==> src/fir_pkg.sv <==
package fir_pkg;

  // Datapath widths
  localparam int SampleWidth = 16;
  localparam int AccWidth = 32;

  // AXI4-Lite bus
  localparam int AxilAddrWidth = 12;
  localparam int AxilDataWidth = 32;

  // Register map offsets
  localparam logic [AxilAddrWidth-1:0] RegCtrl = 12'h000;
  localparam logic [AxilAddrWidth-1:0] RegStatus = 12'h004;
  localparam logic [AxilAddrWidth-1:0] RegResult = 12'h008;
  // Coefficient k sits at RegCoeffBase + 4*k
  localparam logic [AxilAddrWidth-1:0] RegCoeffBase = 12'h400;

  // AXI response codes
  localparam logic [1:0] RespOkay = 2'b00;
  localparam logic [1:0] RespSlverr = 2'b10;

endpackage

==> src/fir_axil_regs.sv <==
module fir_axil_regs #(
  parameter int AddrWidth = 6
) (
  input  logic                                clk_i,
  input  logic                                rst_ni,
  input  logic [fir_pkg::AxilAddrWidth-1:0]   s_axil_awaddr_i,
  input  logic                                s_axil_awvalid_i,
  output logic                                s_axil_awready_o,
  input  logic [fir_pkg::AxilDataWidth-1:0]   s_axil_wdata_i,
  input  logic [fir_pkg::AxilDataWidth/8-1:0] s_axil_wstrb_i,
  input  logic                                s_axil_wvalid_i,
  output logic                                s_axil_wready_o,
  output logic [1:0]                          s_axil_bresp_o,
  output logic                                s_axil_bvalid_o,
  input  logic                                s_axil_bready_i,
  input  logic [fir_pkg::AxilAddrWidth-1:0]   s_axil_araddr_i,
  input  logic                                s_axil_arvalid_i,
  output logic                                s_axil_arready_o,
  output logic [fir_pkg::AxilDataWidth-1:0]   s_axil_rdata_o,
  output logic [1:0]                          s_axil_rresp_o,
  output logic                                s_axil_rvalid_o,
  input  logic                                s_axil_rready_i,
  input  logic                                busy_i,
  input  logic [fir_pkg::AccWidth-1:0]        y_i,
  input  logic                                y_valid_i,
  output logic [AddrWidth:0]                  num_taps_o,
  output logic                                coeff_we_o,
  output logic [AddrWidth-1:0]                coeff_waddr_o,
  output logic [fir_pkg::SampleWidth-1:0]     coeff_wdata_o
);

  import fir_pkg::*;

  localparam int MaxTaps = 2 ** AddrWidth;
  localparam int NtWidth = AddrWidth + 1;

  logic                     aw_ready_q;
  logic                     bvalid_q;
  logic [1:0]               bresp_q;
  logic                     ar_ready_q;
  logic                     rvalid_q;
  logic [1:0]               rresp_q;
  logic [AxilDataWidth-1:0] rdata_q;
  logic [NtWidth-1:0]       num_taps_q;
  logic                     res_avail_q;
  logic [AccWidth-1:0]      last_y_q;
  logic                     coeff_we_q;
  logic [AddrWidth-1:0]     coeff_waddr_q;
  logic [SampleWidth-1:0]   coeff_wdata_q;
  logic                     wr_hs;
  logic                     rd_hs;
  logic                     ctrl_hit;
  logic                     coeff_hit;
  logic                     taps_ok;
  logic [NtWidth-1:0]       new_taps;
  logic [AxilAddrWidth-1:0] coeff_off;
  logic [AxilDataWidth-1:0] rd_mux;
  logic [1:0]               rd_resp;

  assign wr_hs = aw_ready_q & s_axil_awvalid_i & s_axil_wvalid_i;
  assign rd_hs = ar_ready_q & s_axil_arvalid_i;

  // Write decode
  assign new_taps  = s_axil_wdata_i[NtWidth-1:0];
  assign taps_ok   = (new_taps != '0) && (new_taps <= MaxTaps);
  assign ctrl_hit  = (s_axil_awaddr_i == RegCtrl);
  assign coeff_off = s_axil_awaddr_i - RegCoeffBase;
  assign coeff_hit = (s_axil_awaddr_i >= RegCoeffBase) && (coeff_off[1:0] == 2'b00) &&
                     (coeff_off[AxilAddrWidth-1:2] < MaxTaps);

  always_ff @(posedge clk_i or negedge rst_ni) begin
    if (!rst_ni) begin
      aw_ready_q <= 1'b0;
      bvalid_q   <= 1'b0;
      bresp_q    <= RespOkay;
      num_taps_q <= NtWidth'(1);
      coeff_we_q <= 1'b0;
    end else begin
      // AW and W taken together, one pulse, never with a B pending
      aw_ready_q <= s_axil_awvalid_i & s_axil_wvalid_i & ~aw_ready_q & ~bvalid_q;
      coeff_we_q <= wr_hs & coeff_hit & (&s_axil_wstrb_i[1:0]);
      if (bvalid_q && s_axil_bready_i) begin
        bvalid_q <= 1'b0;
      end
      if (wr_hs) begin
        bvalid_q <= 1'b1;
        bresp_q  <= RespOkay;
        if (ctrl_hit && taps_ok) begin
          if (s_axil_wstrb_i[0]) begin
            num_taps_q <= new_taps;
          end
        end else if (!coeff_hit) begin
          bresp_q <= RespSlverr;
        end
      end
    end
  end

  always_ff @(posedge clk_i) begin
    if (wr_hs) begin
      coeff_waddr_q <= coeff_off[AddrWidth+1:2];
      coeff_wdata_q <= s_axil_wdata_i[SampleWidth-1:0];
    end
  end

  // Read mux
  always_comb begin
    rd_mux  = '0;
    rd_resp = RespOkay;
    case (s_axil_araddr_i)
      RegCtrl: rd_mux[NtWidth-1:0] = num_taps_q;
      RegStatus: begin
        rd_mux[0] = busy_i;
        rd_mux[1] = res_avail_q;
      end
      RegResult: rd_mux = last_y_q;
      default: rd_resp = RespSlverr;
    endcase
  end

  always_ff @(posedge clk_i or negedge rst_ni) begin
    if (!rst_ni) begin
      ar_ready_q  <= 1'b0;
      rvalid_q    <= 1'b0;
      res_avail_q <= 1'b0;
      last_y_q    <= '0;
    end else begin
      ar_ready_q <= s_axil_arvalid_i & ~ar_ready_q & ~rvalid_q;
      if (rvalid_q && s_axil_rready_i) begin
        rvalid_q <= 1'b0;
      end
      if (rd_hs) begin
        rvalid_q <= 1'b1;
      end
      if (y_valid_i) begin
        last_y_q <= y_i;
      end
      // A fresh result wins over a clearing read
      if (y_valid_i) begin
        res_avail_q <= 1'b1;
      end else if (rd_hs && s_axil_araddr_i == RegResult) begin
        res_avail_q <= 1'b0;
      end
    end
  end

  always_ff @(posedge clk_i) begin
    if (rd_hs) begin
      rdata_q <= rd_mux;
      rresp_q <= rd_resp;
    end
  end

  assign s_axil_awready_o = aw_ready_q;
  assign s_axil_wready_o  = aw_ready_q;
  assign s_axil_bresp_o   = bresp_q;
  assign s_axil_bvalid_o  = bvalid_q;
  assign s_axil_arready_o = ar_ready_q;
  assign s_axil_rdata_o   = rdata_q;
  assign s_axil_rresp_o   = rresp_q;
  assign s_axil_rvalid_o  = rvalid_q;

  assign num_taps_o    = num_taps_q;
  assign coeff_we_o    = coeff_we_q;
  assign coeff_waddr_o = coeff_waddr_q;
  assign coeff_wdata_o = coeff_wdata_q;

endmodule

==> src/fir_dpram.sv <==
module fir_dpram #(
  parameter int AddrWidth = 6
) (
  input  logic                            clk_i,
  input  logic                            we_i,
  input  logic [AddrWidth-1:0]            waddr_i,
  input  logic [fir_pkg::SampleWidth-1:0] wdata_i,
  input  logic                            re_i,
  input  logic [AddrWidth-1:0]            raddr_i,
  output logic [fir_pkg::SampleWidth-1:0] rdata_o
);

  localparam int Depth = 2 ** AddrWidth;

  // Cleared at start, so history not yet written reads as zero
  logic [fir_pkg::SampleWidth-1:0] mem [Depth] = '{default: '0};

  always_ff @(posedge clk_i) begin
    if (we_i) begin
      mem[waddr_i] <= wdata_i;
    end
    // Registered read, data valid one cycle after re_i
    if (re_i) begin
      rdata_o <= mem[raddr_i];
    end
  end

endmodule

==> src/fir_mac_engine.sv <==
module fir_mac_engine #(
  parameter int AddrWidth = 6
) (
  input  logic                            clk_i,
  input  logic                            rst_ni,
  input  logic                            start_i,
  input  logic [AddrWidth-1:0]            newest_addr_i,
  input  logic [AddrWidth:0]              num_taps_i,
  output logic                            sample_re_o,
  output logic [AddrWidth-1:0]            sample_raddr_o,
  input  logic [fir_pkg::SampleWidth-1:0] sample_rdata_i,
  output logic                            coeff_re_o,
  output logic [AddrWidth-1:0]            coeff_raddr_o,
  input  logic [fir_pkg::SampleWidth-1:0] coeff_rdata_i,
  output logic                            busy_o,
  output logic [fir_pkg::AccWidth-1:0]    y_o,
  output logic                            y_valid_o
);

  import fir_pkg::*;

  localparam logic [1:0] StIdle = 2'd0;
  localparam logic [1:0] StRead = 2'd1;
  localparam logic [1:0] StDrain = 2'd2;
  localparam logic [1:0] StOutput = 2'd3;

  logic [1:0]                  state_q;
  logic [AddrWidth:0]          num_taps_q;
  logic [AddrWidth:0]          tap_q;
  logic [AddrWidth-1:0]        sample_addr_q;
  logic                        rd_valid_q;
  logic                        last_tap;
  logic signed [AccWidth-1:0]  product;
  logic signed [AccWidth-1:0]  acc_q;

  assign last_tap = (tap_q == num_taps_q - 1'b1);

  // Full-width signed product, the sum wraps at AccWidth
  assign product = $signed(sample_rdata_i) * $signed(coeff_rdata_i);

  always_ff @(posedge clk_i or negedge rst_ni) begin
    if (!rst_ni) begin
      state_q    <= StIdle;
      rd_valid_q <= 1'b0;
      y_valid_o  <= 1'b0;
    end else begin
      // RAM data lands one cycle after each read
      rd_valid_q <= (state_q == StRead);
      y_valid_o  <= (state_q == StOutput);
      case (state_q)
        StIdle: begin
          if (start_i) begin
            state_q <= StRead;
          end
        end
        StRead: begin
          if (last_tap) begin
            state_q <= StDrain;
          end
        end
        StDrain: begin
          state_q <= StOutput;
        end
        default: begin
          state_q <= StIdle;
        end
      endcase
    end
  end

  always_ff @(posedge clk_i) begin
    if (state_q == StIdle && start_i) begin
      num_taps_q    <= num_taps_i;
      tap_q         <= '0;
      sample_addr_q <= newest_addr_i;
      acc_q         <= '0;
    end else if (state_q == StRead) begin
      tap_q         <= tap_q + 1'b1;
      // Walk back through history, wrapping below slot 0
      sample_addr_q <= sample_addr_q - 1'b1;
    end
    if (rd_valid_q) begin
      acc_q <= acc_q + product;
    end
    // Result register, last pipeline stage
    if (state_q == StOutput) begin
      y_o <= acc_q;
    end
  end

  assign sample_re_o    = (state_q == StRead);
  assign sample_raddr_o = sample_addr_q;
  assign coeff_re_o     = (state_q == StRead);
  assign coeff_raddr_o  = tap_q[AddrWidth-1:0];

  // Held through the result pulse
  assign busy_o = (state_q != StIdle) | y_valid_o;

endmodule

==> src/fir_sample_capture.sv <==
module fir_sample_capture #(
  parameter int AddrWidth = 6
) (
  input  logic                            clk_i,
  input  logic                            rst_ni,
  input  logic                            sample_strobe_i,
  input  logic [fir_pkg::SampleWidth-1:0] sample_i,
  input  logic                            busy_i,
  output logic                            sample_we_o,
  output logic [AddrWidth-1:0]            sample_waddr_o,
  output logic [fir_pkg::SampleWidth-1:0] sample_wdata_o,
  output logic                            start_o,
  output logic [AddrWidth-1:0]            newest_addr_o
);

  logic                 strobe_q;
  logic                 accept;
  logic [AddrWidth-1:0] wr_ptr_q;

  // Rising strobe edge, dropped while a run is busy
  assign accept = sample_strobe_i & ~strobe_q & ~busy_i;

  always_ff @(posedge clk_i or negedge rst_ni) begin
    if (!rst_ni) begin
      strobe_q <= 1'b0;
      wr_ptr_q <= '0;
    end else begin
      strobe_q <= sample_strobe_i;
      // Pointer wraps naturally at the ring depth
      if (accept) begin
        wr_ptr_q <= wr_ptr_q + 1'b1;
      end
    end
  end

  assign sample_we_o    = accept;
  assign sample_waddr_o = wr_ptr_q;
  assign sample_wdata_o = sample_i;

  // Engine starts from the slot just written
  assign start_o       = accept;
  assign newest_addr_o = wr_ptr_q;

endmodule

==> src/fir_top.sv <==
module fir_top #(
  parameter int AddrWidth = 6
) (
  input  logic                                clk_i,
  input  logic                                rst_ni,
  input  logic                                sample_strobe_i,
  input  logic [fir_pkg::SampleWidth-1:0]     sample_i,
  output logic [fir_pkg::AccWidth-1:0]        y_o,
  output logic                                y_valid_o,
  output logic                                busy_o,
  input  logic [fir_pkg::AxilAddrWidth-1:0]   s_axil_awaddr_i,
  input  logic                                s_axil_awvalid_i,
  output logic                                s_axil_awready_o,
  input  logic [fir_pkg::AxilDataWidth-1:0]   s_axil_wdata_i,
  input  logic [fir_pkg::AxilDataWidth/8-1:0] s_axil_wstrb_i,
  input  logic                                s_axil_wvalid_i,
  output logic                                s_axil_wready_o,
  output logic [1:0]                          s_axil_bresp_o,
  output logic                                s_axil_bvalid_o,
  input  logic                                s_axil_bready_i,
  input  logic [fir_pkg::AxilAddrWidth-1:0]   s_axil_araddr_i,
  input  logic                                s_axil_arvalid_i,
  output logic                                s_axil_arready_o,
  output logic [fir_pkg::AxilDataWidth-1:0]   s_axil_rdata_o,
  output logic [1:0]                          s_axil_rresp_o,
  output logic                                s_axil_rvalid_o,
  input  logic                                s_axil_rready_i
);

  import fir_pkg::*;

  logic                   sample_we;
  logic [AddrWidth-1:0]   sample_waddr;
  logic [SampleWidth-1:0] sample_wdata;
  logic                   sample_re;
  logic [AddrWidth-1:0]   sample_raddr;
  logic [SampleWidth-1:0] sample_rdata;
  logic                   coeff_we;
  logic [AddrWidth-1:0]   coeff_waddr;
  logic [SampleWidth-1:0] coeff_wdata;
  logic                   coeff_re;
  logic [AddrWidth-1:0]   coeff_raddr;
  logic [SampleWidth-1:0] coeff_rdata;
  logic                   start;
  logic [AddrWidth-1:0]   newest_addr;
  logic [AddrWidth:0]     num_taps;

  fir_axil_regs #(.AddrWidth(AddrWidth)) u_regs (
    .clk_i, .rst_ni,
    .s_axil_awaddr_i, .s_axil_awvalid_i, .s_axil_awready_o,
    .s_axil_wdata_i, .s_axil_wstrb_i, .s_axil_wvalid_i, .s_axil_wready_o,
    .s_axil_bresp_o, .s_axil_bvalid_o, .s_axil_bready_i,
    .s_axil_araddr_i, .s_axil_arvalid_i, .s_axil_arready_o,
    .s_axil_rdata_o, .s_axil_rresp_o, .s_axil_rvalid_o, .s_axil_rready_i,
    .busy_i(busy_o), .y_i(y_o), .y_valid_i(y_valid_o),
    .num_taps_o(num_taps),
    .coeff_we_o(coeff_we), .coeff_waddr_o(coeff_waddr), .coeff_wdata_o(coeff_wdata)
  );

  // Stage 1, sample capture into the ring buffer
  fir_sample_capture #(.AddrWidth(AddrWidth)) u_capture (
    .clk_i, .rst_ni, .sample_strobe_i, .sample_i,
    .busy_i(busy_o),
    .sample_we_o(sample_we), .sample_waddr_o(sample_waddr), .sample_wdata_o(sample_wdata),
    .start_o(start), .newest_addr_o(newest_addr)
  );

  fir_dpram #(.AddrWidth(AddrWidth)) u_sample_ram (
    .clk_i, .we_i(sample_we), .waddr_i(sample_waddr), .wdata_i(sample_wdata),
    .re_i(sample_re), .raddr_i(sample_raddr), .rdata_o(sample_rdata)
  );

  fir_dpram #(.AddrWidth(AddrWidth)) u_coeff_ram (
    .clk_i, .we_i(coeff_we), .waddr_i(coeff_waddr), .wdata_i(coeff_wdata),
    .re_i(coeff_re), .raddr_i(coeff_raddr), .rdata_o(coeff_rdata)
  );

  // Stages 2 and 3, MAC and result register
  fir_mac_engine #(.AddrWidth(AddrWidth)) u_engine (
    .clk_i, .rst_ni,
    .start_i(start), .newest_addr_i(newest_addr), .num_taps_i(num_taps),
    .sample_re_o(sample_re), .sample_raddr_o(sample_raddr), .sample_rdata_i(sample_rdata),
    .coeff_re_o(coeff_re), .coeff_raddr_o(coeff_raddr), .coeff_rdata_i(coeff_rdata),
    .busy_o, .y_o, .y_valid_o
  );

endmodule

==> config.mk <==
export PLATFORM = sky130hd
export DESIGN_NAME = fir_top
export DESIGN_NICKNAME = d
export VERILOG_FILES = /design/src/fir_pkg.sv /design/src/fir_axil_regs.sv /design/src/fir_dpram.sv /design/src/fir_mac_engine.sv /design/src/fir_sample_capture.sv /design/src/fir_top.sv
export SDC_FILE = /design/constraint.sdc
export NUM_CORES = 2
export LEC_CHECK = 0
export BUFFER_PORTS_ARGS = -buffer_cell sky130_fd_sc_hd__buf_4
export CAP_MARGIN = 20
export CORE_ASPECT_RATIO = 1.1
export CORE_MARGIN = 2
export CORE_UTILIZATION = 25
export DETAILED_ROUTE_END_ITERATION = 10
export PLACE_DENSITY_LB_ADDON = 0.1
export RECOVER_POWER = 100
export SLEW_MARGIN = 20
export SYNTH_ARGS = -nofsm -noshare
export SYNTH_HDL_FRONTEND = slang
export SYNTH_SLANG_ARGS = --single-unit
==> constraint.sdc <==
create_clock -name clk_i -period 20 [get_ports clk_i]
set_clock_uncertainty 0.2 [all_clocks]
set_input_delay 4 -clock clk_i [delete_from_list [all_inputs] [get_ports clk_i]]
set_output_delay 4 -clock clk_i [all_outputs]
set_load 0.01 [all_outputs]
==> summary.txt <==
Placed design
  • Hpwl dp: 164 mm
  • Placed cell area: 0.106 sq mm
  • RD Place Congestion: approximately 0.72
  • Port buffer count: 138

Clock network
  • Clock root buffer master: clkbuf_16
  • Post-CTS Setup Bufs: 0
  • Bufs on Longest Clock Path: 4
  • Resized Gates After CTS: 0
  • Total CTS buffers: 270
  • Worst skew pair latency: 0.89 ns
  • Number of H-tree levels: 5
  • Clock slew seen by the registers of the worst setup and hold paths: about 0.070 ns
  • # hold bufs at CTS: 0
  • TritonCTS Sinks: 2276
  • CTS tree: done

Timing
  • Slew headroom: -3.57
  • Hold Vio Cnt, Final: 0
  • Hold WS: 0.254 ns
  • Min cycle time layout: 12.01 ns
  • Final Cycle Share: 0.601
  • Max Slew Vio Count: a little over 4000
  • Max Clk Rate: 0.0832 GHz
  • Worst-margin pin slew: between 6 and 7 ns
  • Setup violators final: 0
  • Unrepaired setup endpoints after global routing: no
  • Setup TNS Final: 0 ns

Synth
  • Share of the synthesized area in the top cell type: 0.680
  • Dominant cells by area after synthesis: edfxtp_1, mux4_2, fa_1, mux2i_1, dfrtp_1
  • Ys flop type: edfxtp_1
  • Sequential area share after synthesis: 0.696
  • Most common cell in the netlist: edfxtp_1
  • Avg Cell Area, Syn: 18.6 sq um
  • Syn Inst Count: ~5200
  • Ys async rst share: 0.0250
  • Most area-hungry cell type in the Yosys netlist: edfxtp_1
  • Mapped cell area: 0.0977 sq mm
  • Post-synth EDFFs: 2212
  • Commonest cells in the synthesized netlist: edfxtp_1, mux4_2, inv_1
  • Seq cells post-synth: 2276
  • Synth warn: 0
  • Yosys cell types: 61

Setup path
  • CP arrival: 12.37 ns
  • Critical Path Source Type: register
  • Worst Path Required: 20.35 ns
  • Crit path max fanout: 72
  • Buffers plus inverters on the worst setup path: 2
  • Crit Path Class: register to register
  • CP max stage cell: clkbuf_1
  • CP delay by family, top: buffers and inverters
  • Beginning of the critical path: u_engine.tap_q[0]
  • RR Startpoint: u_engine.tap_q[0]
  • Most common cell on crit path: mux4_2
  • Cell Chain, Critical Path: clkbuf_1 > clkbuf_1 > mux4_2 > mux4_2 > mux4_2
  • Worst setup EP type: register
  • Critical Path Max Stage Delay: between 4 and 5 ns

Hold path
  • Worst min path class: register to register
  • Hold_sp: u_regs.s_axil_arready_o

Route
  • Vias: 48500
  • Post-route ant nets: 0
  • Final wirelength: ~280 mm
  • DRT iter0 DRCs: ~3200
  • Drt pass-1 iters: 5
  • # DRC: 0
  • Average wire per standard cell: 26.0 um
  • Number of vias per cell: 4.43

Global route
  • Pin count of the biggest net entering global routing: 112
  • First-pass GRT wire length: 402 mm
  • Total gr overflow: 0
  • Initial antenna violation count: 20
  • Vias in the first global route: 51900
  • Gr usage total: 0.142

Floorplan
  • IO Pins: 159
  • FP Rows: 240
  • Initial Util: 0.251
  • Core area: 0.389 sq mm
  • Die X: 600 um
  • Die ar.: 0.396 sq mm
  • Die height: 660 um

Final layout
  • Fill count: 38500
  • Design Area, Final: approximately 0.11 sq mm
  • Layout cell share with drive strength beyond 1: 0.184
  • Area delta synth->final: 15.6%
  • Nets: 6030

Status
  • Violated checks: capacitance limit, slew limit
  • Outcome: finished with violations

Flow run
  • Max Cap Viol: roughly 130
worst reg2reg max path, delay by kind of cell, from the launching register on:
family	cells	cell delay (ns)
buffers and inverters	2	7.74
muxes	3	2.02
DFF	1	1.76
placed cells by master, fill, tap and decap left out, drive strengths merged, types with 58 or more instances in the layout:
master,Yosys,layout
edfxtp,2212,2212
clkbuf,174,582
mux4,464,464
inv,335,345
fa,292,292
nor2,225,225
mux2i,195,195
a21oi,186,186
nand2,160,160
and2,157,157
ha,106,106
mux2,106,106
clkinv,1,105
o21ai,92,92
o221ai,64,64
o22ai,64,64
buf,87,58
cells by family (layout without fill, tap and decap cells):
logic type,after synthesis,after routing,synth area share
other,1,15,0.0000384
AO/OA/AOI/OAI,476,476,0.0296
adder cells (fa/ha/maj),398,398,0.0734
buffers and inverters,597,1106,0.0244
XOR/XNOR,57,57,0.00511
AND/OR/NAND/NOR,673,673,0.0328
flip-flops,2276,2276,0.696
multiplexers,765,765,0.139
metal layers:
metal / routed length [um] / vias up / track usage
met5: 0 / - / 0
met4: 6770 / 0 / 0.0336
met3: 11200 / 338 / 0.0186
met2: 145000 / 893 / 0.250
met1: 122000 / 26300 / 0.185
li1: - / 21000 / -
path summary, 6_finish.rpt:
path	end	slack, ns	cells past startpoint
max	u_coeff_ram.rdata_o[14]	7.99	5
min	u_regs.s_axil_arready_o	0.25	1
max reg2reg	u_coeff_ram.rdata_o[14]	7.99	5
min reg2reg	u_regs.s_axil_arready_o	0.25	1
max in group asynchronous	u_regs.s_axil_awready_o	12.99	2
min in group asynchronous	u_capture.newest_addr_o[5]	3.17	1
flip-flops by register name (all words and copies together) (netlist names), 16 cells and up:
| signal | flops |
|---|---|
| u_sample_ram.rdata_o | 16 |
| u_engine.y_o | 32 |
| u_regs.coeff_wdata_o | 16 |
| u_sample_ram.mem | 1024 |
| u_coeff_ram.mem | 1024 |
| u_regs.last_y_q | 32 |
| u_regs.s_axil_rdata_o | 32 |
| u_engine.acc_q | 32 |
| u_coeff_ram.rdata_o | 16 |
cell type report:
type | count | area [sq um] | share of cell area
well taps | 5203 | 6510 | 0.0576
inverters | 336 | 1260 | 0.0112
clock inverters | 130 | 1070 | 0.00944
multi-input cells | 2371 | 27500 | 0.243
clock buffers | 347 | 7240 | 0.0640
flip-flops and latches | 2276 | 68000 | 0.602
repair buffers | 293 | 1420 | 0.0125
diodes | 13 | 32.5 | 0.000288
metrics by stage:
stage	std cells	util	setup WS, ns
floorplan	5244	-	13.45
global placement	10500	0.272	12.26
CTS	11000	0.294	12.23
global route	11000	0.291	6.14
detailed placement	10500	0.272	12.30
finish	11000	0.291	7.99
Power is left out: the tool's default activity adds up to more than one toggle a clock period on the data nets, which glitch-free logic cannot reach.
